--- src/source/overlay_pkg.sv ---
package overlay_pkg;

    //////////////////////////////
    // basic types

    localparam int COORD_W = 16;

    typedef logic [COORD_W-1:0] coord_t;    // pixel or line number

    // one box record, x0 is the first field received
    typedef struct packed {
        coord_t x0;                         // left
        coord_t y0;                         // top
        coord_t x1;                         // right
        coord_t y1;                         // bottom
    } box_t;

    typedef logic [15:0] rgb565_t;          // r 15:11, g 10:5, b 4:0

    //////////////////////////////
    // overlay constants

    localparam int BYTES_PER_BOX = 8;       // msb first on the byte stream
    localparam int BORDER_MARGIN = 2;       // half width of an edge

    // outline colour
    localparam logic [7:0] MARK_R = 8'd255;
    localparam logic [7:0] MARK_G = 8'd0;
    localparam logic [7:0] MARK_B = 8'd0;

endpackage
--- src/source/box_loader.sv ---
`timescale 1ns/1ps

module box_loader #(
    parameter int NUM_BOXES = 24
) (
    input  logic                pix_clk,
    input  logic                rst_n_i,
    input  logic                rx_valid_i,
    input  logic [7:0]          rx_byte_i,
    output overlay_pkg::box_t   boxes_o [NUM_BOXES],
    output logic [NUM_BOXES-1:0] box_valid_o
);

    localparam int IDX_W = (NUM_BOXES > 1) ? $clog2(NUM_BOXES) : 1;
    localparam int CNT_W = $clog2(overlay_pkg::BYTES_PER_BOX);
    localparam int REC_W = $bits(overlay_pkg::box_t);

    localparam logic [IDX_W-1:0] IDX_LAST = IDX_W'(NUM_BOXES - 1);
    localparam logic [CNT_W-1:0] CNT_LAST = CNT_W'(overlay_pkg::BYTES_PER_BOX - 1);

    overlay_pkg::box_t  asm_q;
    overlay_pkg::box_t  asm_next;
    overlay_pkg::box_t  box_tab [NUM_BOXES];
    logic [CNT_W-1:0]   byte_cnt;
    logic [IDX_W-1:0]   box_idx;
    logic               rec_done;

    assign asm_next = {asm_q[REC_W-9:0], rx_byte_i};   // newest byte at the bottom
    assign rec_done = rx_valid_i && (byte_cnt == CNT_LAST);

    always_ff @(posedge pix_clk)
    begin
        if (rx_valid_i)
            asm_q <= asm_next;
        if (rec_done)
            box_tab[box_idx] <= asm_next;
    end

    always_ff @(posedge pix_clk or negedge rst_n_i)
    begin
        if (!rst_n_i)
        begin
            byte_cnt    <= '0;
            box_idx     <= '0;
            box_valid_o <= '0;          // nothing drawn until loaded
        end
        else if (rx_valid_i)
        begin
            if (rec_done)
            begin
                byte_cnt             <= '0;
                box_valid_o[box_idx] <= 1'b1;
                box_idx              <= (box_idx == IDX_LAST) ? '0 : box_idx + 1'b1;
            end
            else
                byte_cnt <= byte_cnt + 1'b1;
        end
    end

    assign boxes_o = box_tab;

endmodule

--- config.mk ---
export PLATFORM = sky130hd
export DESIGN_NAME = box_loader
export DESIGN_NICKNAME = d
export VERILOG_FILES = /design/src/source/overlay_pkg.sv /design/src/source/box_loader.sv
export SDC_FILE = /design/constraint.sdc
export NUM_CORES = 1
export LEC_CHECK = 0
export BUFFER_PORTS_ARGS = -buffer_cell sky130_fd_sc_hd__buf_2
export CAP_MARGIN = 20
export CORE_AREA = 2 2 618 620
export CTS_CLUSTER_SIZE = 28
export DETAILED_ROUTE_END_ITERATION = 8
export DIE_AREA = 0 0 620 622
export MAX_ROUTING_LAYER = met4
export PLACE_DENSITY_LB_ADDON = 0.15
export SLEW_MARGIN = 10
export SYNTH_ARGS = -nofsm -noshare
export SYNTH_HDL_FRONTEND = slang
export SYNTH_SLANG_ARGS = --single-unit
--- constraint.sdc ---
create_clock -name pix_clk -period 5 [get_ports pix_clk]
set_clock_uncertainty 0.05 [all_clocks]
set_input_delay 0.75 -clock pix_clk [delete_from_list [all_inputs] [get_ports pix_clk]]
set_output_delay 0.75 -clock pix_clk [all_outputs]
set_load 0.01 [all_outputs]
======== After elaboration in Yosys (flattened, before gate mapping) ========
Index checks and enable logic that the tools add are counted.
operators by class
  add/sub/neg operators ................... 2
  $mul .................................... 0
  div/mod/pow operators ................... 0
  $lt $le $gt $ge ......................... 4
  equality and inequality tests ........... 2
  shift operators ......................... 0
  mux-type cells .......................... 7
  bitwise logic cells ..................... 2
  reduce and logical (&&, ||, !) cells .... 4
operators by type and width
  cell                   count
  $bwmux W1536           1
  $demux W64 S5          1
  $mux W64               1
  $or A24 B24 Y24        1
  $ge A6 B6 Y1 const B   1
  $lt A5 B6 Y1 const B   1
  $lt A6 B1 Y1 const B   1
  $not A5 Y6             1
  $add A5 B1 Y5 const B  1
  $demux W1 S5           1
  $eq A5 B5 Y1 const B   1
  $ge A5 B1 Y1 const B   1
  $mux W5                1
  $add A3 B1 Y3 const B  1
  $eq A3 B3 Y1 const B   1
  $logic_and A1 B1 Y1    3
  $mux W3                1
  $reduce_and A2 Y1      1
  $mux W1                1
storage, ports and cells
  register bits after elaboration ......... 1624
  latch bits .............................. 0
  bits in writable memories ............... 0
  ROM bits ................................ 0
  input bits .............................. 11
  output and inout bits ................... 1560
  word-level logic and storage cells ...... 124
  memories kept ........................... 0

======== Longest topological paths before layout ========
  depth after elaboration ................. 6
  mapped depth ............................ 6
  mapped depth without buffers ............ 5

======== Least setup slack after synthesis ========
No wires, ideal clock.
  path kind ............................... input to register
  start ................................... input rx_valid_i
  end ..................................... register box_tab (netlist bit boxes_o[1088]), enable pin
  library setup time ...................... 0.487 ns
  arrival time ............................ 3.889 ns
  data required time ...................... 4.463 ns
  slack ................................... 0.573 ns
  cell stages on the path ................. 3
  path through ............................ buf_2 nand3_1 nor2_1
between the ends
  cells in the longest elaborated chain, start to end .. 1
ends and longest elaborated chain
  what                            RTL line          RTL
  start: declaration              box_loader.sv:8   input logic rx_valid_i,
  $logic_and A1 B1 Y1             box_loader.sv:29  assign rec_done = rx_valid_i && (byte_cnt == CNT_LAST);
  end signal: indexed assignment  box_loader.sv:36  box_tab[box_idx] <= asm_next;
  end: declaration                box_loader.sv:23  overlay_pkg::box_t box_tab [NUM_BOXES];
Every way passes these cells.
A chain may end at the register's enable or synchronous reset.

======== Worst setup path after layout ========
  start ................................... register byte_cnt[0]
  end ..................................... register box_tab (netlist bit boxes_o[751]), enable pin
between the ends
  cells in the longest elaborated chain, start to end .. 2
ends and longest elaborated chain
  what                      RTL line          RTL
  start: declaration        box_loader.sv:24  logic [CNT_W-1:0] byte_cnt;
  start signal: assignment  box_loader.sv:56  byte_cnt <= byte_cnt + 1'b1;
  $eq A3 B3 Y1              box_loader.sv:29
  $logic_and A1 B1 Y1       box_loader.sv:29
Every way passes these cells.

==> impl_results.md <==
* Slack of the worst reg-to-reg path at 1760 ps
* Hold Path Cell Cnt at 1
* Most frequent cells in the layout: 1592 x edfxtp_1, 1569 x buf_2, 201 x clkbuf_16
* H-tree depth at 4
* Startpoint types: flip-flop
* Final Hold Viols at 0
* Post-synth EDFFs at 1592
* Crit path capture: boxes_o[751]
* Clock Tree Buf Depth at 4
* Most used cell, CP: ha_1
* Drt wl/cell at approximately 28 µm
* CP endpoint kind: flip-flop
* P_sw at about 0.0068 W
* Post CTS Setup Buffer Count at 0
* Status: finished, final reports clean
* First-pass GRT wire length at 302 mm
* Flop pwr share at 49.5%
* Register area at 48600 µm²
* Worst setup path startpoint: byte_cnt[0]
* Flops & latches, synth at 1624
* Register area share after synthesis at a little over nine tenths
* Area of the multi-input gates at between 600 and 700 µm²
* Reg-to-Reg End: boxes_o[751]
* Vias/cell at approximately 3.0
* DRC at 0
* FILL cells at 40600
* Most used DFF post-synth: edfxtp_1
* Core region area at 378000 µm²
* Dominant cell type by area after synthesis: edfxtp_1
* Internal power at approximately 0.024 W
* Worst r2r path cells at 5
* Post-Syn Instances at 1715
* Final GP Congestion at 0.743
* Final Cell Area at 71200 µm²
* CTS clock-pin slew for the worst setup and hold paths at 60 ps
* Syn_nets at between 1500 and 2000
* Critical Path AT at 3680 ps
* Root Buffer: clkbuf_16
* Io pins at 1571
* Synthesized area at between 40000 and 50000 µm²
* Port buffer count at around 1600
* Worst slew pin tran at 1030 ps
* Chip Height at a little over 600 µm
* Antenna viol nets, final at 0
* Final WS setup at roughly 1800 ps
* Via count at 26200
* Relative slew slack at 31.2%
* Die width at 620 µm
* Critical Path Slowest Stage Cell: nor2_4
* Sw frac at ~22%
* Pwr dens at 432 nW/µm²
* Top cells by area, synth: edfxtp_1 97%, dfrtp_1 1.6%, nor2_1 0.16%, ha_1 0.15%, or2_2 0.15%
* Hold Path Class: primary input to flip-flop
* Finished Layout Cells at 8783
* Final Slew Violations at 0
* Gr ovfl total at 0
* Yosys Warn Count at 0
* Pre-CTS setup slack at 1120 ps
* Initial antenna violation count at 32
* Worst-path cell chain: ha_1 -> ha_1 -> nand3_1 -> nor2_4 -> buf_4
* CTS tree: built
* # setup viols final at 0
* Worst Path Max Fanout at 18
* Comb pwr share at 2.3%
* Clk pwr share at 48.2%
* Setup TNS at 0 ps
* Layout area overhead at 44.8%
* Number of global-route vias before repair at 26800
* Yosys cell types at 28
* Period minus WS final at approximately 3200 ps
* Starting DRT DRC Count at 1866
* Die area at roughly 390000 µm²
* Drt pass-1 iters at 5
* WHS at ~320 ps
* Layout cells sized above 1 at ~54%
* Tcrit/Tclk final at roughly two thirds
* Kind of critical path: flip-flop to flip-flop
* Post-synth ARST share at roughly 2.0%
* Total GRT Usage at 12.3%
* Clk_lat worst skew at about 900 ps
* Number of max-cap violations at 0
* Commonest non-fill, non-tap cell in the layout: edfxtp_1
* CTS Hold Bufs at 1
* VDD IR-drop max at 0.000261 V
* CTS Buf Count at around 200
* Detailed Place HPWL at 166 mm
* Slowest cell delay on critical path at 880 ps
* Yosys top cell area share at slightly below 100%
* # rows at 226
* Largest net degree at the start of global routing at 66
* # clock sinks at about 1600
* Starting density of the core at 13.0%
* F_max at 0.309 GHz
* Final net count at 3612
* Post-CTS sizing at 0
* Required @ worst endpoint at 5440 ps
* Final WL at 242 mm
* Worst r2r src: byte_cnt[0]
* DP Area at 64600 µm²
* Average cell area after synthesis at 28.7 µm²
* Lkg Pwr at roughly 25 nW
* RSZ-0062 raised after global routing: no
* Placed insts at 8409
## through the flow
step	power [W]	utilization (%)
finish	0.0308	18.8
CTS	0.0314	18.8
floorplan	0.0157	-
global placement	0.0163	17.1
detailed placement	0.0163	17.1
global route	0.0318	18.8
## synthesized netlist by cell type (2+ instances only)
cell and count:
inv_1 4, buf_4 2, or2_1 8, o21ai_0 5, nor2_1 21, nor2_2 3, dfrtp_1 32, o21bai_1 4
edfxtp_1 1592, nand3b_1 3, nand3_1 5, or2_2 12, ha_1 6, nand2_1 4
## power by group through the flow
| stage | Combinational (W) | Clock (W) | Sequential [W] |
|---|---|---|---|
| detailed placement | 0.000776 | 0 | 0.0155 |
| global placement | 0.000788 | 0 | 0.0155 |
| global route | 0.000793 | 0.0158 | 0.0152 |
| finish | 0.000721 | 0.0148 | 0.0152 |
| floorplan | 0.000102 | 0 | 0.0156 |
| CTS | 0.000775 | 0.0154 | 0.0152 |
## per-layer routing
layer	up-vias	track usage [%]	part of all wire, %
met5	-	-	0
met4	0	3.35	2.7
met3	275	3.58	7.6
met2	1220	22.8	54
met1	13900	12.6	36
li1	10800	-	-
## layout make-up
class                           count  share of cell area, %
Antenna cell                        6                 0.0211
Inverter                            4                 0.0211
Clock inverter                    125                   1.91
Timing Repair Buffer             1682                   12.6
Clock buffer                      242                   7.35
Multi-Input combinational cell     84                  0.975
Tap cell                         5016                   8.81
Sequential cell                  1624                   68.3
## state kept, by name (all words and copies together), names as in the netlist
| name | flops |
|---|---|
| byte_cnt | 3 |
| boxes_o | 1536 |
| box_valid_o | 24 |
| asm_next | 56 |
| box_idx | 5 |
## worst min-delay path by stage
stage	end	from	slack (ps)
5_1_grt	asm_next[63]	rx_valid_i	250
2_1_floorplan	box_idx[0]	rst_n_i	400
3_5_place_dp	asm_next[42]	asm_next[34]	390
6_report	asm_next[55]	rx_valid_i	320
4_1_cts	asm_next[47]	rx_valid_i	210
3_3_place_gp	asm_next[51]	asm_next[43]	380
## kinds of logic after synthesis
logic type / Yosys count / share of synthesized area (%)
xor gates and xnor gates: 1 / 0.0178
and+or+nand+nor: 65 / 0.735
buffers and inverters: 7 / 0.0712
AOI/OAI and AO/OA: 10 / 0.127
muxes: 2 / 0.0433
adders and majority gates: 6 / 0.153
DFF: 1624 / 98.9
## critical path, delay by kind of cell (launching register included)
| family | cells | cell delay, ps |
|---|---|---|
| buffers and inverters | 1 | 480 |
| DFF | 1 | 370 |
| and+or+nand+nor | 2 | 1460 |
| adders and majority gates | 2 | 470 |
(Power assumes the default switching activity.)
