$ cat config.mk
export PLATFORM = sky130hd
export DESIGN_NAME = video_timing_flat
export DESIGN_NICKNAME = d
export VERILOG_FILES = /design/src/source/overlay_pkg.sv /design/src/source/raster_if.sv /design/src/source/video_timing.sv /design/src/flat_wrapper.sv
export SDC_FILE = /design/constraint.sdc
export NUM_CORES = 1
export LEC_CHECK = 0
export CORE_AREA = 2 2 67 53
export CTS_CLUSTER_SIZE = 16
export DETAILED_ROUTE_END_ITERATION = 8
export DIE_AREA = 0 0 69 55
export DONT_BUFFER_PORTS = 1
export PLACE_DENSITY = 0.76
export SYNTH_ARGS = -nofsm -noshare
export SYNTH_HDL_FRONTEND = slang
export SYNTH_SLANG_ARGS = --single-unit
$ cat constraint.sdc
create_clock -name pix_clk -period 2.6 [get_ports pix_clk]
set_clock_uncertainty 0.05 [all_clocks]
set_input_delay 0.26 -clock pix_clk [delete_from_list [all_inputs] [get_ports pix_clk]]
set_output_delay 0.26 -clock pix_clk [all_outputs]
set_load 0.005 [all_outputs]
$ cat src/source/overlay_pkg.sv
package overlay_pkg;

    //////////////////////////////
    // basic types

    localparam int COORD_W = 16;

    typedef logic [COORD_W-1:0] coord_t;    // pixel or line number

    // one box record, x0 is the first field received
    typedef struct packed {
        coord_t x0;                         // left
        coord_t y0;                         // top
        coord_t x1;                         // right
        coord_t y1;                         // bottom
    } box_t;

    typedef logic [15:0] rgb565_t;          // r 15:11, g 10:5, b 4:0

    //////////////////////////////
    // overlay constants

    localparam int BYTES_PER_BOX = 8;       // msb first on the byte stream
    localparam int BORDER_MARGIN = 2;       // half width of an edge

    // outline colour
    localparam logic [7:0] MARK_R = 8'd255;
    localparam logic [7:0] MARK_G = 8'd0;
    localparam logic [7:0] MARK_B = 8'd0;

endpackage
$ cat src/source/raster_if.sv
`timescale 1ns/1ps

// raster position and syncs, all valid in the same cycle
interface raster_if;

    overlay_pkg::coord_t h_count;
    overlay_pkg::coord_t v_count;
    logic                de;     // active video
    logic                hs;
    logic                vs;

    modport producer (
        output h_count, v_count, de, hs, vs
    );

    modport consumer (
        input h_count, v_count, de, hs, vs
    );

endinterface

$ cat src/source/video_timing.sv
`timescale 1ns/1ps

module video_timing #(
    parameter int H_ACTIVE = 1280,
    parameter int H_FRONT  = 110,
    parameter int H_SYNC   = 40,
    parameter int H_BACK   = 220,
    parameter int V_ACTIVE = 720,
    parameter int V_FRONT  = 5,
    parameter int V_SYNC   = 5,
    parameter int V_BACK   = 20
) (
    input  logic        pix_clk,
    input  logic        rst_n_i,
    raster_if.producer  raster,
    output logic        pix_req_o
);

    localparam int H_TOTAL  = H_ACTIVE + H_FRONT + H_SYNC + H_BACK;
    localparam int V_TOTAL  = V_ACTIVE + V_FRONT + V_SYNC + V_BACK;
    localparam int HS_START = H_ACTIVE + H_FRONT;
    localparam int HS_END   = HS_START + H_SYNC;
    localparam int VS_START = V_ACTIVE + V_FRONT;
    localparam int VS_END   = VS_START + V_SYNC;

    localparam overlay_pkg::coord_t H_LAST = overlay_pkg::coord_t'(H_TOTAL - 1);
    localparam overlay_pkg::coord_t V_LAST = overlay_pkg::coord_t'(V_TOTAL - 1);

    overlay_pkg::coord_t h_cnt;
    overlay_pkg::coord_t v_cnt;
    logic                line_end;

    assign line_end = (h_cnt == H_LAST);

    //////////////////////////////
    // counters

    // reset parks both counters on the last back porch position,
    // so the first advance after release lands on pixel 0 of line 0
    always_ff @(posedge pix_clk or negedge rst_n_i)
    begin
        if (!rst_n_i)
        begin
            h_cnt <= H_LAST;
            v_cnt <= V_LAST;
        end
        else
        begin
            if (line_end)
                h_cnt <= '0;
            else
                h_cnt <= h_cnt + 1'b1;

            if (line_end)
            begin
                if (v_cnt == V_LAST)
                    v_cnt <= '0;                // frame wrap
                else
                    v_cnt <= v_cnt + 1'b1;
            end
        end
    end

    //////////////////////////////
    // decode

    assign raster.h_count = h_cnt;
    assign raster.v_count = v_cnt;
    assign raster.de      = (h_cnt < H_ACTIVE) && (v_cnt < V_ACTIVE);
    assign raster.hs      = (h_cnt >= HS_START) && (h_cnt < HS_END);
    assign raster.vs      = (v_cnt >= VS_START) && (v_cnt < VS_END);  // whole lines

    assign pix_req_o = raster.de;   // one background pixel per active position

endmodule

$ cat src/flat_wrapper.sv
// flat-port wrapper written by rule: the top's interface ports become plain ports
module video_timing_flat 
#(
    parameter int H_ACTIVE = 1280,
    parameter int H_FRONT  = 110,
    parameter int H_SYNC   = 40,
    parameter int H_BACK   = 220,
    parameter int V_ACTIVE = 720,
    parameter int V_FRONT  = 5,
    parameter int V_SYNC   = 5,
    parameter int V_BACK   = 20
)
  (pix_clk, rst_n_i, pix_req_o, raster_h_count, raster_v_count, raster_de, raster_hs, raster_vs);
  raster_if raster_i ();
  input  logic pix_clk;
  input  logic rst_n_i;
  output logic pix_req_o;
  output wire logic [$bits(raster_i.h_count)-1:0] raster_h_count;
  output wire logic [$bits(raster_i.v_count)-1:0] raster_v_count;
  output wire logic [$bits(raster_i.de)-1:0] raster_de;
  output wire logic [$bits(raster_i.hs)-1:0] raster_hs;
  output wire logic [$bits(raster_i.vs)-1:0] raster_vs;
  assign raster_h_count = raster_i.h_count;
  assign raster_v_count = raster_i.v_count;
  assign raster_de = raster_i.de;
  assign raster_hs = raster_i.hs;
  assign raster_vs = raster_i.vs;
  video_timing #(.H_ACTIVE(H_ACTIVE), .H_FRONT(H_FRONT), .H_SYNC(H_SYNC), .H_BACK(H_BACK), .V_ACTIVE(V_ACTIVE), .V_FRONT(V_FRONT), .V_SYNC(V_SYNC), .V_BACK(V_BACK)) u_core (.pix_clk(pix_clk), .rst_n_i(rst_n_i), .raster(raster_i), .pix_req_o(pix_req_o));
endmodule
# After elaboration in Yosys (flattened, before gate mapping)
# Index checks and enable logic that the tools add are counted.
word_totals:
  wordCells: 17
  out_inout_bits: 36
  input_bits: 2
  regBits: 32
op_classes:
  addsub: 2
  muxes: 2
  n_reduce_logical: 3
  n_lt_le_gt_ge: 6
  n_eq_ne: 2
ops:
  columns: ["cell", "n"]
  rows:
  - ["adder 16 x 1 -> 16 bit, second input constant", 2]
  - ["< comparator 16 x 10 -> 1 bit, second input constant", 2]
  - ["< comparator 16 x 11 -> 1 bit, second input constant", 2]
  - ["two-way mux 16 bit", 2]
  - ["== test 16 x 10 -> 1 bit, second input constant", 1]
  - ["== test 16 x 11 -> 1 bit, second input constant", 1]
  - [">= comparator 16 x 10 -> 1 bit, second input constant", 1]
  - [">= comparator 16 x 11 -> 1 bit, second input constant", 1]
  - ["logical AND 1 bit", 3]

# Longest topological paths before layout
depth:
  ltp_word: 2
  ltp_mapped: 9
  mapped_depth_nobuf: 7

# Least setup slack after synthesis
# Ideal clock, no wire load.
synth_path:
  path_type: "reg-to-reg"
  startpoint: "register u_core.h_cnt[0], in the netlist u_core.raster.h_count[0]"
  endpoint: "register u_core.v_cnt[6], in the netlist u_core.raster.v_count[6]"
  slack_ns: 0.559
  t_required_ns: 2.459
  synth_period_minus_slack_ns: 2.041
  stages_incl_launch_ff: 8
  path_buffers: 2
  setup_time_ns: 0.091
  arrival_time_ns: 1.900
  cell_sequence: "dfstp_2 -> ha_1 -> nor4bb_1 -> nand4_1 -> or3_1 -> clkbuf_2 -> buf_6 -> o31ai_1"
synth_via:
  elab_chain_cells: 1
synth_rtl:
  columns: ["element", "line_no", "rtl"]
  rows:
  - ["from (decl)", "video_timing.sv:29", "overlay_pkg::coord_t h_cnt;"]
  - ["from (signal assigned)", "video_timing.sv:52", "h_cnt <= h_cnt + 1'b1;"]
  - ["== test 16 x 11 -> 1 bit", "video_timing.sv:33", "assign line_end = (h_cnt == H_LAST);"]
  - ["to (signal assigned)", "video_timing.sv:59", "v_cnt <= v_cnt + 1'b1;"]
  - ["to (decl)", "video_timing.sv:30", "overlay_pkg::coord_t v_cnt;"]
# Every way passes these cells.
# A chain may end at the register's enable or synchronous reset.

# Worst setup path after layout
layout_path:
  startpoint: "register u_core.h_cnt[0], in the netlist u_core.raster.h_count[0]"
  endpoint: "register u_core.v_cnt[4], in the netlist u_core.raster.v_count[4]"
# The elaborated chain is that of the path after synthesis.

==> run summary <==
The run finished with clean final reports. Cells with a size suffix above 1 make up 13.7% of the layout. The clock tree buffer depth is 2, and the global-route wire length before repair is 6230 um. For this run the aggregate overflow at the end of global routing stands at 0. Number of max-slew violations in the final report: 0.

Setup repair after global routing left no endpoint under its margin. The signal on the critical path passes through ha_1 -> nor4bb_1 -> nand4_1 -> or3_1 -> o21ai_0 -> o31ai_1. The tools report the pin count of the biggest net entering global routing as 33.

The worst slack at placement is 0.263 ns, and the combined global-route utilization of all metal layers is 21.2%. The number of antenna diodes in the final layout is 0. Of all nets on the critical path, the largest fanout is 16.

The die is 69 um wide. For this design, the slowest cell found on the critical path is sky130_fd_sc_hd__dfstp_2. Routability-driven placement finished with a final weighted congestion of 0.833. The tools report the number of placed I/O pins as 38. The tree is rooted in a sky130_fd_sc_hd__clkbuf_8.

The clock latency reported for the late side of the worst-skew pair was 0.27 ns; the max-cap violation count was 0. The maximum achievable frequency was 0.419 GHz. The worst pin sits at a relative slew slack of 54.9%.

In this run the number of H-tree levels came out at 2. The setup total negative slack was 0 ns. The tools report the first-iteration detailed-routing DRC count as 51. The height of the die works out to 55 um. The via count of the first global-routing pass came out at 1368. The tools report the type of element launching the critical path as a flop.

The run gives 5 as the number of clock buffers inserted by TritonCTS. The detailed-router iteration count before antenna repair is 4. After synthesis, the cell types taking the most area are sky130_fd_sc_hd__dfrtp_1 (26%), sky130_fd_sc_hd__dfstp_2 (19%), sky130_fd_sc_hd__xnor2_1 (4.8%), sky130_fd_sc_hd__xor2_1 (4.3%), sky130_fd_sc_hd__nand3_1 (4.1%).

The synthesis warning total is 0, and the number of nets in the layout is 203. The number of port buffers is 0, and the number of buffers and inverters on the critical path is 0. The post-synthesis net count was 203; the floorplan die area was 3800 um2.

The number of failing hold endpoints at the final stage was 0; the register bit count reported by yosys was 32. TritonCTS built the clock tree. The top cell type by area accounts for 25.9% of the synthesized area. Ratio of final minimum period to clock period: 91.8%. Commonest non-fill, non-tap cell in the layout: sky130_fd_sc_hd__nor2_1. The initial utilization of the core area, before any placement, comes to 58.1%. Grouping stages by cell kind, the critical path spends the most delay in simple AND/OR/NAND/NOR gates.

The worst setup path is captured at a flop. In this design, the stage delay of the slowest critical-path cell is 0.59 ns. The tools report the worst IR drop on VDD as 312 uV. After layout, the worst setup slack is 0.214 ns.

The detail route stage leaves a number of antenna-violating nets equal to 0. In this run, distinct cell masters in the synthesized netlist total 40. The time the worst path needs with I/O delays and setup works out to 2.39 ns.

In the routed layout, each cell is associated on average with a via count of 6.07. The detailed placer's ending HPWL was 2760 um. After synthesis, the share of flip-flops with an asynchronous set or reset is 100%. The floorplan has 18 rows.

The run gives 0 as the DRC violation count after routing. Dividing the detail-routed wire length by the instance count gives 15.9 um. Summing over every cut layer, the via total after detailed routing is 1439. For the total number of clock tree sinks, the log shows 32.

For the pin with the worst max-slew slack, the measured transition is 0.671 ns. The synthesized netlist occupies a cell area of 1830 um2. Clock-pin slew was measured on the worst setup and hold paths at 0.06 ns. After detailed routing, the total wire length is 3780 um.

For the number of antenna violations at the first check in global routing, the log shows 0. The static leakage is 0.783 nW, and the post-synthesis area per instance is 9.35 um2. The power density over the cells works out to 446 nW/um2.

The run gives 2.69 ns as the critical path data required time. The tools report the area of the core region as 3150 um2. Dominant register cell in the synthesized netlist: sky130_fd_sc_hd__dfrtp_1. The path class of the tightest hold or removal check is in2async. The worst path arrival time was 2.48 ns. The setup path with the least slack is of type reg2reg. Of all cell types, the one taking the most synthesized area is sky130_fd_sc_hd__dfrtp_1. Yosys mapped a number of flops with a built-in enable equal to 0.

Sequential elements use 44.6% of the synthesized area. For the number of standard cells after synthesis, the log shows 196. The area added between synthesis and finish came out at 6.14%.

The top cell types in the final layout, fill and taps aside, are sky130_fd_sc_hd__nor2_1 (20), sky130_fd_sc_hd__dfrtp_1 (19), sky130_fd_sc_hd__nand3_1 (15), sky130_fd_sc_hd__nand2_1 (13), sky130_fd_sc_hd__dfstp_2 (13). Setup violations remaining at the end of the flow were counted as 0.
-- synth_stat cells (2+ instances only) --
cell                        n
sky130_fd_sc_hd__nand4_1    7
sky130_fd_sc_hd__nand3_1   15
sky130_fd_sc_hd__clkbuf_1   5
sky130_fd_sc_hd__ha_1       5
sky130_fd_sc_hd__xor2_1     9
sky130_fd_sc_hd__dfrtp_1   19
sky130_fd_sc_hd__xnor2_1   10
sky130_fd_sc_hd__and3_1     2
sky130_fd_sc_hd__a21oi_1    3
sky130_fd_sc_hd__inv_1      5
sky130_fd_sc_hd__nor4_1     6
sky130_fd_sc_hd__or4_1      2
sky130_fd_sc_hd__nand4b_1   2
sky130_fd_sc_hd__or3_1      2
sky130_fd_sc_hd__o21ai_1    4
sky130_fd_sc_hd__clkbuf_2   2
sky130_fd_sc_hd__dfstp_2   13
sky130_fd_sc_hd__nor3_1     4
sky130_fd_sc_hd__nand2b_1   6
sky130_fd_sc_hd__a31oi_1    3
sky130_fd_sc_hd__o31ai_1    4
sky130_fd_sc_hd__nor2_1    20
sky130_fd_sc_hd__o21ai_0   12
sky130_fd_sc_hd__nor2b_1    4
sky130_fd_sc_hd__nand2_1   13
sky130_fd_sc_hd__buf_6      2
sky130_fd_sc_hd__nor4b_1    3
sky130_fd_sc_hd__buf_4      2
-- final timing paths --
check | cells after the start | start | slack [ns] | end
setup / recovery | 6 | u_core.raster.h_count[0] | 0.21 | u_core.raster.v_count[4]
hold / removal | 2 | rst_n_i | 0.39 | u_core.raster.v_count[8]
setup reg to reg | 6 | u_core.raster.h_count[0] | 0.21 | u_core.raster.v_count[4]
hold reg to reg | 1 | u_core.raster.h_count[0] | 0.49 | u_core.raster.h_count[0]
max in group asynchronous | 2 | rst_n_i | 1.87 | u_core.raster.v_count[3]
min in group pix_clk | 1 | u_core.raster.h_count[0] | 0.49 | u_core.raster.h_count[0]
-- worst register-to-register path: stages, from the launching register on --
cell	delay [ns]
sky130_fd_sc_hd__dfstp_2	0.59
sky130_fd_sc_hd__ha_1	0.19
sky130_fd_sc_hd__nor4bb_1	0.29
sky130_fd_sc_hd__nand4_1	0.15
sky130_fd_sc_hd__or3_1	0.55
sky130_fd_sc_hd__o21ai_0	0.31
sky130_fd_sc_hd__o31ai_1	0.13
-- cell type report --
class	count	area, um2
multi-input cells	147	926
flip-flops and latches	32	817
inverters	5	18.8
well taps	40	50.0
fillers	293	1210
repair buffers	5	52.6
clock buffers	7	76.3
clock inverters	1	5.00
-- stage by stage --
step	utilization (%)	hold slack, ns	cells	area, um2	total power, mW
floorplan	-	-0.0856	196	1830	0.507
detailed placement	58.2	-0.0849	227	1830	0.507
CTS	61.7	0.397	237	1950	0.881
finish	61.7	0.390	237	1950	0.868
global placement	58.2	-0.0846	227	1830	0.507
global route	61.7	0.408	237	1950	0.904
-- layer usage --
metal	up-vias	global-route usage [%]	part of all wire, %
li1	700	-	-
met1	690	25.2	44
met2	47	36.5	50
met3	2	7.61	6.2
met4	0	8.17	0.37
met5	-	0	0
-- state kept, by name (all words and copies together), names as in the netlist --
signal	cells
u_core.raster.h_count	16
u_core.raster.v_count	16
-- cell families after synthesis --
logic type                 Yosys count  synth area share [%]
adders and majority gates            5                  3.41
buffers and inverters               17                  4.91
AOI/OAI and AO/OA                   30                  9.56
xor gates and xnor gates            19                  9.08
DFF                                 32                  44.6
and+or+nand+nor                     93                  28.5
-- where the power goes --
group	internal [mW]	total (mW)	switching (mW)	leakage, nW
Combinational	0.00409	0.0137	0.00962	0.341
Sequential	0.499	0.499	0	0.400
Clock	0.187	0.356	0.168	0.0422
-- timing repair --
item / 4_1_cts / 5_1_grt
hold endpoints to repair: 32 / 0
hold buffers: 2 / 0
gates resized for setup: 0 / 0
buffers inserted: 0 / 0
Power figures use the tool's default switching activity.
