## src/source/overlay_pkg.sv

```systemverilog
package overlay_pkg;

    //////////////////////////////
    // basic types

    localparam int COORD_W = 16;

    typedef logic [COORD_W-1:0] coord_t;    // pixel or line number

    // one box record, x0 is the first field received
    typedef struct packed {
        coord_t x0;                         // left
        coord_t y0;                         // top
        coord_t x1;                         // right
        coord_t y1;                         // bottom
    } box_t;

    typedef logic [15:0] rgb565_t;          // r 15:11, g 10:5, b 4:0

    //////////////////////////////
    // overlay constants

    localparam int BYTES_PER_BOX = 8;       // msb first on the byte stream
    localparam int BORDER_MARGIN = 2;       // half width of an edge

    // outline colour
    localparam logic [7:0] MARK_R = 8'd255;
    localparam logic [7:0] MARK_G = 8'd0;
    localparam logic [7:0] MARK_B = 8'd0;

endpackage
```

## src/source/mark_if.sv

```systemverilog
`timescale 1ns/1ps

// border mark with syncs, one cycle behind the raster
interface mark_if;

    logic hit;      // pixel lies on a box edge
    logic de;
    logic hs;
    logic vs;

    modport producer (
        output hit, de, hs, vs
    );

    modport consumer (
        input hit, de, hs, vs
    );

endinterface

```

## src/source/pixel_mixer.sv

```systemverilog
`timescale 1ns/1ps

module pixel_mixer (
    input  logic                 pix_clk,
    input  logic                 rst_n_i,
    mark_if.consumer             mark,
    input  overlay_pkg::rgb565_t pix_rgb565_i,
    output logic                 vs_o,
    output logic                 hs_o,
    output logic                 de_o,
    output logic [7:0]           r_o,
    output logic [7:0]           g_o,
    output logic [7:0]           b_o
);

    logic [7:0] r_c;
    logic [7:0] g_c;
    logic [7:0] b_c;

    always_comb
    begin
        if (mark.hit && mark.de)
        begin
            r_c = overlay_pkg::MARK_R;
            g_c = overlay_pkg::MARK_G;
            b_c = overlay_pkg::MARK_B;
        end
        else
        begin
            r_c = {pix_rgb565_i[15:11], 3'b000};    // zero fill
            g_c = {pix_rgb565_i[10:5],  2'b00};
            b_c = {pix_rgb565_i[4:0],   3'b000};
        end
    end

    always_ff @(posedge pix_clk or negedge rst_n_i)
    begin
        if (!rst_n_i)
        begin
            vs_o <= 1'b0;
            hs_o <= 1'b0;
            de_o <= 1'b0;
            r_o  <= '0;
            g_o  <= '0;
            b_o  <= '0;
        end
        else
        begin
            vs_o <= mark.vs;
            hs_o <= mark.hs;
            de_o <= mark.de;
            r_o  <= r_c;
            g_o  <= g_c;
            b_o  <= b_c;
        end
    end

endmodule

```

## src/flat_wrapper.sv

```systemverilog
// flat-port wrapper written by rule: the top's interface ports become plain ports
module pixel_mixer_flat 
  (pix_clk, rst_n_i, pix_rgb565_i, vs_o, hs_o, de_o, r_o, g_o, b_o, mark_hit, mark_de, mark_hs, mark_vs);
  mark_if mark_i ();
  input  logic pix_clk;
  input  logic rst_n_i;
  input  overlay_pkg::rgb565_t pix_rgb565_i;
  output logic vs_o;
  output logic hs_o;
  output logic de_o;
  output logic [7:0] r_o;
  output logic [7:0] g_o;
  output logic [7:0] b_o;
  input wire logic [$bits(mark_i.hit)-1:0] mark_hit;
  input wire logic [$bits(mark_i.de)-1:0] mark_de;
  input wire logic [$bits(mark_i.hs)-1:0] mark_hs;
  input wire logic [$bits(mark_i.vs)-1:0] mark_vs;
  assign mark_i.hit = mark_hit;
  assign mark_i.de = mark_de;
  assign mark_i.hs = mark_hs;
  assign mark_i.vs = mark_vs;
  pixel_mixer u_core (.pix_clk(pix_clk), .rst_n_i(rst_n_i), .mark(mark_i), .pix_rgb565_i(pix_rgb565_i), .vs_o(vs_o), .hs_o(hs_o), .de_o(de_o), .r_o(r_o), .g_o(g_o), .b_o(b_o));
endmodule
```

## config.mk

```make
export PLATFORM = sky130hd
export DESIGN_NAME = pixel_mixer_flat
export DESIGN_NICKNAME = d
export VERILOG_FILES = /design/src/source/overlay_pkg.sv /design/src/source/mark_if.sv /design/src/source/pixel_mixer.sv /design/src/flat_wrapper.sv
export SDC_FILE = /design/constraint.sdc
export NUM_CORES = 1
export LEC_CHECK = 0
export ABC_AREA = 1
export BUFFER_PORTS_ARGS = -buffer_cell sky130_fd_sc_hd__buf_2
export CAP_MARGIN = 25
export CORE_ASPECT_RATIO = 1.2
export CORE_MARGIN = 4
export CORE_UTILIZATION = 40
export DETAILED_ROUTE_END_ITERATION = 16
export PLACE_DENSITY = 0.79
export SYNTH_ARGS = -nofsm -noshare
export SYNTH_HDL_FRONTEND = slang
export SYNTH_SLANG_ARGS = --single-unit
```

## constraint.sdc

```tcl
create_clock -name pix_clk -period 0.9 [get_ports pix_clk]
set_clock_uncertainty 0.2 [all_clocks]
set_input_delay 0.09 -clock pix_clk [delete_from_list [all_inputs] [get_ports pix_clk]]
set_output_delay 0.09 -clock pix_clk [all_outputs]
set_load 0.1 [all_outputs]
```

Yosys cells after proc, flatten, opt, wreduce, memory -nomap -nowiden
Cells that the tools add are included.

word-level totals
  bits in read-only memories = 0
  latch bits = 0
  output and inout port bits = 27
  logic and storage cells = 10
  RAM bits = 0
  memories = 0
  input port bits = 22
  bits in registers = 27

operators by class
  equal/unequal tests = 0
  multipliers = 0
  divide/modulo/power cells = 0
  bitwise gates (word level) = 0
  reduce and logical (&&, ||, !) cells = 1
  shift-type cells = 0
  magnitude comparators = 0
  add/subtract/negate cells = 0
  muxes and demuxes = 3

operators by type and width
  operator           number
  8-bit two-way mux  3
  1-bit logical AND  1

Longest topological paths before layout
Gate-level depths: netlist of the first run.

  word-level depth = 2
  gate-level depth with buffers = 2
  gate-level depth less buffers = 2

Worst setup path before layout of the first run
OpenSTA, ideal clock, no wires.

  kind = reg-to-output
  start point = register u_core.r_o[2] (netlist name)
  end point = output port r_o[1]
  stages on the path, launching flop included = 2
  data required time = 610 ps
  path slack = -731 ps
  arrival = 1,341 ps
  path buffers = 1
  path through = dfrtp_1 -> buf_4

RTL lines
  what              line                RTL
  end: declaration  flat_wrapper.sv:11  output logic [7:0] r_o;

Worst setup path in the final report of the first run
  start point = register u_core.r_o[2]
  end point = output port r_o[2]

RTL lines
  what                      line               RTL
  start: declaration        pixel_mixer.sv:11  output logic [7:0] r_o,
  start signal: assignment  pixel_mixer.sv:52  r_o <= r_c;

No word-level cell between the ends.

==> impl_metrics.toml, run 1 <==
[outcome]
status = "finished with violations"
violations = "negative hold slack, negative setup slack"

[placed_design]
dpl.hpwl_um = 1469
postPlaceCellArea_mm2 = 0.001370
placement.io_buffers = 43
gp_congestion = 0.6493
pre_cts_slack_ns = -0.07258

[power]
p_per_area_mw_per_mm2 = 1730
peakVddDrop_mv = 1.379
power.total_mw = 2.812
power.leakage_nw = 0.7842

[sta]
fin_crit_sh = 1.462
finalHoldViolations = 17
hold_ws_ns = -0.1309
fmax_mhz = 759.9
rsz0062_at_grt = "yes"
setup_viol = 25
final.setup.worst_slack_ns = -0.4159
report.final.slew_viol_count = 0
fin_crit_ns = 1.316
finalSetupTns_ns = -8.420

[floorplan]
ios = 49
start_util = 0.4145
num_rows = 17
die_w_um = 47.75
coreArea_mm2 = 0.001829
die_area_mm2 = 0.002659
dieHeight_um = 55.70

[global_routing]
grt_pass1_vias = 759
grt_max_degree = 21
grtUsageMet3 = 0.03236
busiest_layer = "met2"
grtUsageMet1 = 0.2050
grt_usage = 0.1986
globalRoute.totalOverflow = 0
antenna_found_initial = 0
grtUsageMet2 = 0.3573
grt_pass1_wl_um = 3594

[synth]
ys_seq_area_frac = 0.6601
synthCells = 64
syn_area_um2 = 758.2
yosys.area_share.simple = 0.02970
synth_cell_types = 8
ys_warn_count = 0
synthXorXnorAreaFrac = 0
synth_compound_area_frac = 0.1221
avgSynthCellArea_um2 = 11.85
yosysTopAreaCell = "dfrtp_1"
synth_top_family_by_area = "buffers and inverters"
muxShareOfSynthArea = 0
synth_fa_ha_area_frac = 0
synth_top_cells_by_area = "dfrtp_1 (66%), a21oi_2 (12%), inv_1 (8.4%)"
synth_top_area_frac = 0.6601
ys_ff_latch = 20

[clock_tree]
clock_path_buffers = 2
cts_root_buf = "clkbuf_4"
cts.clk_slew.worst_paths_ns = 0.12
cts_inserted_buffers = 3
cts_tree = "built"
htreeDepth = 1
clock-sinks = 20

[cells_and_area]
final_util = 0.8885
mostFrequentLayoutCell = "buf_12"
layout-drive-gt1-share = 0.6172
layout_common_cells = "buf_12 (23), buf_2 (21), dfrtp_4 (20)"
postLayoutCellArea_mm2 = 0.001625
nNetsFinal = 151
antenna_cells = 0
area_growth_pct = 114.4
n_fill_cell = 70

[worst_setup_path]
slowest_stage = "dfrtp_4"
path_max_fanout = 3
path_depth = 1
arrival_ns = 1.03
cp_cell_sequence = "buf_12"
critPathRequiredTime_ns = 0.61
crit_buf_inv = 1
cpLargestDelayFamily = "flip-flops"
setup.worst_path.start_class = "register"
endpoint = "r_o[2]"
crit_start = "u_core.r_o[2]"
path_class = "reg -> out"
crit_path_end_kind = "primary output"
slowest_delay_ns = 0.54

[worst_hold_path]
hold_class = "in -> reg"

[route]
viasPerCell = 4.483
vias = 659
antenna_left = 0
wirelength_um = 2306
drtIter0Drc = 10
drc_errors = 0
wl_per_cell_um = 15.69
dr.pass1.iters = 3

[job]
cap_violations = 0
==> where the power goes <==
part	total (mW)	switching, mW	internal [mW]	leakage [nW]
Combinational	1.03	0.673	0.356	0.539
Clock	0.744	0.294	0.450	0.0279
Sequential	1.04	0.0522	0.988	0.218
Total	2.81	1.02	1.79	0.784
==> how the worst min path moves through the flow <==
stage	to	slack, ns	cells past startpoint	from
finish	u_core.b_o[4]	-0.13	2	mark_hit
global route	u_core.b_o[4]	-0.15	2	mark_hit
CTS	u_core.b_o[4]	-0.15	2	mark_hit
detailed placement	u_core.g_o[5]	-0.14	1	rst_n_i
global placement	u_core.b_o[7]	-0.16	1	rst_n_i
floorplan	u_core.b_o[3]	-0.41	0	rst_n_i
==> cell usage after synthesis, drive strengths merged <==
master   n
dfrtp   20
inv     17
a21oi   11
buf      9
nand2    6
conb     1
==> through the flow <==
step                      hold slack (ns)  instances
final                             -0.1309        147
after global routing              -0.1505        147
after CTS                         -0.1504        147
after detailed placement          -0.1425        123
after global placement            -0.1616        123
after floorplan                   -0.4056         68
==> per-layer routing <==
| layer | share of wire | vias to the layer above | wire, um |
|---|---|---|---|
| li1 | - | 302 | - |
| met3 | 0.046 | 6 | 105 |
| met1 | 0.34 | 320 | 773 |
| met2 | 0.59 | 31 | 1363 |
| met5 | 0 | - | 0 |
| met4 | 0.027 | 0 | 63 |
==> state kept, by name (all words and copies together), names as in the netlist <==
register and count:
u_core.de_o 1, u_core.r_o 6, u_core.hs_o 1, u_core.vs_o 1
u_core.b_o 5, u_core.g_o 6
==> logic make-up (layout without fill, tap and decap cells) <==
group           count (synthesis)  in the layout
other cells                     1              5
buf+inv                        26             86
simple gates                    6              6
flops                          20             20
compound gates                 11             11
==> repair_timing <==
action                                 CTS  global route
buffers inserted                         0             0
endpoints found under the hold margin   39             9
hold buffers                            20             1
setup endpoints to repair               22            31
resized for setup                        0             1
==> final cells by class <==
class / instances / area [um^2] / area share
Inverter: 17 / 63.81 / 0.03926
Multi-Input combinational cell: 22 / 133.9 / 0.08237
Clock buffer: 3 / 22.52 / 0.01386
Sequential cell: 20 / 575.6 / 0.3541
Tap cell: 19 / 23.77 / 0.01463
Clock inverter: 1 / 30.03 / 0.01848
Timing Repair Buffer: 65 / 775.7 / 0.4773
No activity file was read; power rests on OpenSTA's default activity.
==> inputs of run 2 (changes only) <==
CORE_MARGIN = 3   (was 4)
==> impl_metrics.toml, run 2 (synthesis gave the netlist of run 1 again) <==
[route]
antenna_left = 0
wl_per_cell_um = 18.52
vias = 701
viasPerCell = 4.834
drc_errors = 0
wirelength_um = 2686
dr.pass1.iters = 4
drtIter0Drc = 11

[worst_setup_path]
crit_path_end_kind = "primary output"
crit_buf_inv = 1
path_class = "reg -> out"
critPathRequiredTime_ns = 0.61
slowest_delay_ns = 0.54
arrival_ns = 1.03
path_depth = 1
slowest_stage = "dfrtp_4"
cp_cell_sequence = "buf_12"
path_max_fanout = 3
setup.worst_path.start_class = "register"
cpLargestDelayFamily = "flip-flops"

[floorplan]
num_rows = 16
ios = 49
coreArea_mm2 = 0.001702
die_w_um = 45.75
die_area_mm2 = 0.002456
dieHeight_um = 53.70
start_util = 0.4456

[sta]
report.final.slew_viol_count = 0
rsz0062_at_grt = "yes"
final.setup.worst_slack_ns = -0.4198
hold_ws_ns = -0.1880
setup_viol = 23
fin_crit_sh = 1.466
fmax_mhz = 757.7
finalHoldViolations = 10
fin_crit_ns = 1.320

[placed_design]
postPlaceCellArea_mm2 = 0.001376
placement.io_buffers = 43
dpl.hpwl_um = 1460
gp_congestion = 0.6433

[global_routing]
antenna_found_initial = 0
globalRoute.totalOverflow = 0
grt_pass1_vias = 760
grt_usage = 0.2440
grt_pass1_wl_um = 3974
grt_max_degree = 21

[outcome]
violations = "negative hold slack, negative setup slack"
status = "finished with violations"

[clock_tree]
cts_root_buf = "clkbuf_4"
cts_hold_buf = 19
clock-sinks = 20
cts_tree = "built"
clock_path_buffers = 2
cts_inserted_buffers = 3
htreeDepth = 1
cts.clk_slew.worst_paths_ns = 0.12

[cells_and_area]
area_growth_pct = 110.7
n_fill_cell = 52
layout_common_cells = "buf_12 (23), buf_2 (20), dfrtp_4 (20)"
antenna_cells = 0
top_regs = "u_core.g_o (6), u_core.r_o (6), u_core.b_o (5)"
mostFrequentLayoutCell = "buf_12"
layout-drive-gt1-share = 0.6299
final_util = 0.9390
postLayoutCellArea_mm2 = 0.001598
nNetsFinal = 150

[job]
cap_violations = 0

[power]
power.leakage_nw = 0.7640
p_per_area_mw_per_mm2 = 1633
peakVddDrop_mv = 1.289

[worst_hold_path]
hold_class = "in -> reg"
hold-path-cell-count = 2
## run 2: what timing repair did
action / 4_1_cts / 5_1_grt
endpoints found under the setup margin: 22 / 24
hold endpoints to repair: 40 / 6
setup buffers: 0 / 0
cloned: 0 / 0
gates resized for setup: 0 / 1
## run 2: layout make-up
class | instances | area [um^2] | share of cell area
multi-input combinational | 22 | 133.9 | 0.08379
tap | 18 | 22.52 | 0.01410
clock buffer | 4 | 36.28 | 0.02271
timing repair buffer | 64 | 765.7 | 0.4792
inverter | 17 | 63.81 | 0.03994
sequential | 20 | 575.6 | 0.3602
## run 2: path summary, 6_finish.rpt
| path | start | endpoint |
|---|---|---|
| min in group asynchronous | rst_n_i | u_core.vs_o |
| worst max-delay path | u_core.r_o[2] | r_o[2] |
| max in group asynchronous | rst_n_i | u_core.b_o[7] |
| worst min-delay path | mark_de | u_core.g_o[4] |
## run 2: metrics by stage
step	TNS, ns	power, mW	std cells	setup slack [ns]
3_5_place_dp	-0.6485	2.022	123	-0.07136
6_report	-8.161	2.609	145	-0.4198
5_1_grt	-8.775	2.685	145	-0.4519
3_3_place_gp	-0.5273	1.998	123	-0.06582
4_1_cts	-8.123	2.587	146	-0.4114
2_1_floorplan	-0.4776	1.678	68	-0.2340
## run 2: power breakdown
part	total (mW)	internal [mW]	switching, mW
registers	1.04	0.988	0.0554
logic	1.04	0.354	0.684
clock network	0.528	0.247	0.282
## run 2: layer usage
layer	part of all wire	global-route usage	up-vias
li1	-	-	297
met4	0.018	0.07583	0
met3	0.086	0.06355	6
met5	0	0	-
met2	0.55	0.4698	51
met1	0.35	0.2484	347
==> inputs of run 3 (changes only) <==
CORE_UTILIZATION = 42   (was 40)
CTS_BUF_LIST = sky130_fd_sc_hd__clkbuf_4   (was unset)
PLACE_DENSITY = 0.83   (was 0.79)
==> impl_metrics.toml, run 3 (synthesis gave the netlist of run 1 again) <==
[outcome]
status = "finished with violations"
violations = "negative hold slack, negative setup slack"

[global_routing]
grt_usage = 0.3057
grt_pass1_vias = 779
globalRoute.totalOverflow = 0
antenna_found_initial = 0
grt_max_degree = 21
grt_pass1_wl_um = 4602

[sta]
fmax_mhz = 755.5
hold_ws_ns = -0.1315
fin_crit_sh = 1.471
fin_crit_ns = 1.324
final.setup.worst_slack_ns = -0.4236
report.final.slew_viol_count = 0
setup_viol = 23
rsz0062_at_grt = "yes"
finalHoldViolations = 13

[cells_and_area]
nNetsFinal = 149
layout-drive-gt1-share = 0.6400
n_fill_cell = 32
top_regs = "u_core.g_o (6), u_core.r_o (6), u_core.b_o (5)"
mostFrequentLayoutCell = "buf_12"
final_util = 0.9593
area_growth_pct = 110.2
antenna_cells = 0
layout_common_cells = "buf_12 (24), buf_2 (20), dfrtp_4 (20)"

[clock_tree]
clock_path_buffers = 2
clock-sinks = 20
postCtsSetupRepairBufs = 0
htreeDepth = 1
cts_hold_buf = 19
cts_inserted_buffers = 3
cts_tree = "built"
cts.clk_slew.worst_paths_ns = 0.12
cts_root_buf = "clkbuf_4"

[floorplan]
die_area_mm2 = 0.002353
start_util = 0.4563
dieHeight_um = 52.55
num_rows = 16
ios = 49
coreArea_mm2 = 0.001662
die_w_um = 44.79

[worst_setup_path]
crit_buf_inv = 1
path_class = "reg -> out"
cp_cell_sequence = "buf_12"
slowest_delay_ns = 0.54
cpLargestDelayFamily = "flip-flops"
slowest_stage = "dfrtp_4"
setup.worst_path.start_class = "register"
arrival_ns = 1.03
path_max_fanout = 3
critPathRequiredTime_ns = 0.61
crit_path_end_kind = "primary output"
path_depth = 1

[route]
drc_errors = 0
dr.pass1.iters = 4
viasPerCell = 4.825
wirelength_um = 3122
wl_per_cell_um = 21.83
vias = 690
drtIter0Drc = 11
antenna_left = 0

[job]
cap_violations = 0

[placed_design]
gp_congestion = 0.6263
dpl.hpwl_um = 1541
placement.io_buffers = 43
pre_cts_slack_ns = -0.08167

[power]
peakVddDrop_mv = 1.539
power.leakage_nw = 0.7645
p_per_area_mw_per_mm2 = 1595

[worst_hold_path]
hold-path-cell-count = 2
hold_class = "in -> reg"
[run 3: cell types whose count changed in the layout (fill, tap and decap cells not counted), sizes merged]
cell          change
buf               -1
clkbuf            -1
dlygate4sd3       -1
dlymetal6s4s      +1
[run 3: cell type report]
cell class | count | area [um^2] | share of cell area
Timing Repair Buffer | 63 | 773.2 | 0.4851
Inverter | 17 | 63.81 | 0.04003
Sequential cell | 20 | 575.6 | 0.3611
Clock buffer | 3 | 22.52 | 0.01413
Tap cell | 18 | 22.52 | 0.01413
Multi-Input combinational cell | 22 | 136.4 | 0.08556
[run 3: timing repair]
| item | in CTS | in global routing |
|---|---|---|
| gates cloned | 0 | 0 |
| endpoints found under the setup margin | 22 | 25 |
| gates resized for setup | 0 | 4 |
| endpoints found under the hold margin | 40 | 12 |
[run 3: final timing paths]
kind,startpoint,to,slack [ns]
min in group asynchronous,rst_n_i,u_core.b_o[5],0.06
hold / removal,mark_de,u_core.de_o,-0.13
max in group asynchronous,rst_n_i,u_core.r_o[3],0.09
setup / recovery,u_core.r_o[2],r_o[0],-0.42
[run 3: metal layers]
layer	part of all wire	GRT usage	routed length, um	vias to the layer above
li1	-	-	-	294
met1	0.32	0.3104	986	337
met2	0.57	0.5766	1790	47
met3	0.071	0.07560	222	12
met4	0.039	0.1220	123	0
met5	0	0	0	-
[run 3: report_power, final]
group	internal, mW	total (mW)	switching, mW
clock network	0.157	0.443	0.286
registers	0.988	1.05	0.0580
logic	0.359	1.05	0.695
total	1.50	2.54	1.04
[run 3: per-stage QoR]
| stage | power [mW] | hold slack (ns) | cell area, um^2 | std cells | setup TNS (ns) |
|---|---|---|---|---|---|
| after floorplan | 1.678 | -0.4056 | 873.3 | 68 | -0.4776 |
| after global placement | 2.003 | -0.1639 | 1381 | 122 | -0.5287 |
| after detailed placement | 2.028 | -0.1442 | 1381 | 122 | -0.6755 |
| after CTS | 2.490 | -0.1087 | 1594 | 144 | -7.951 |
| after global routing | 2.606 | -0.1373 | 1594 | 143 | -8.879 |
| final | 2.543 | -0.1315 | 1594 | 143 | -8.409 |
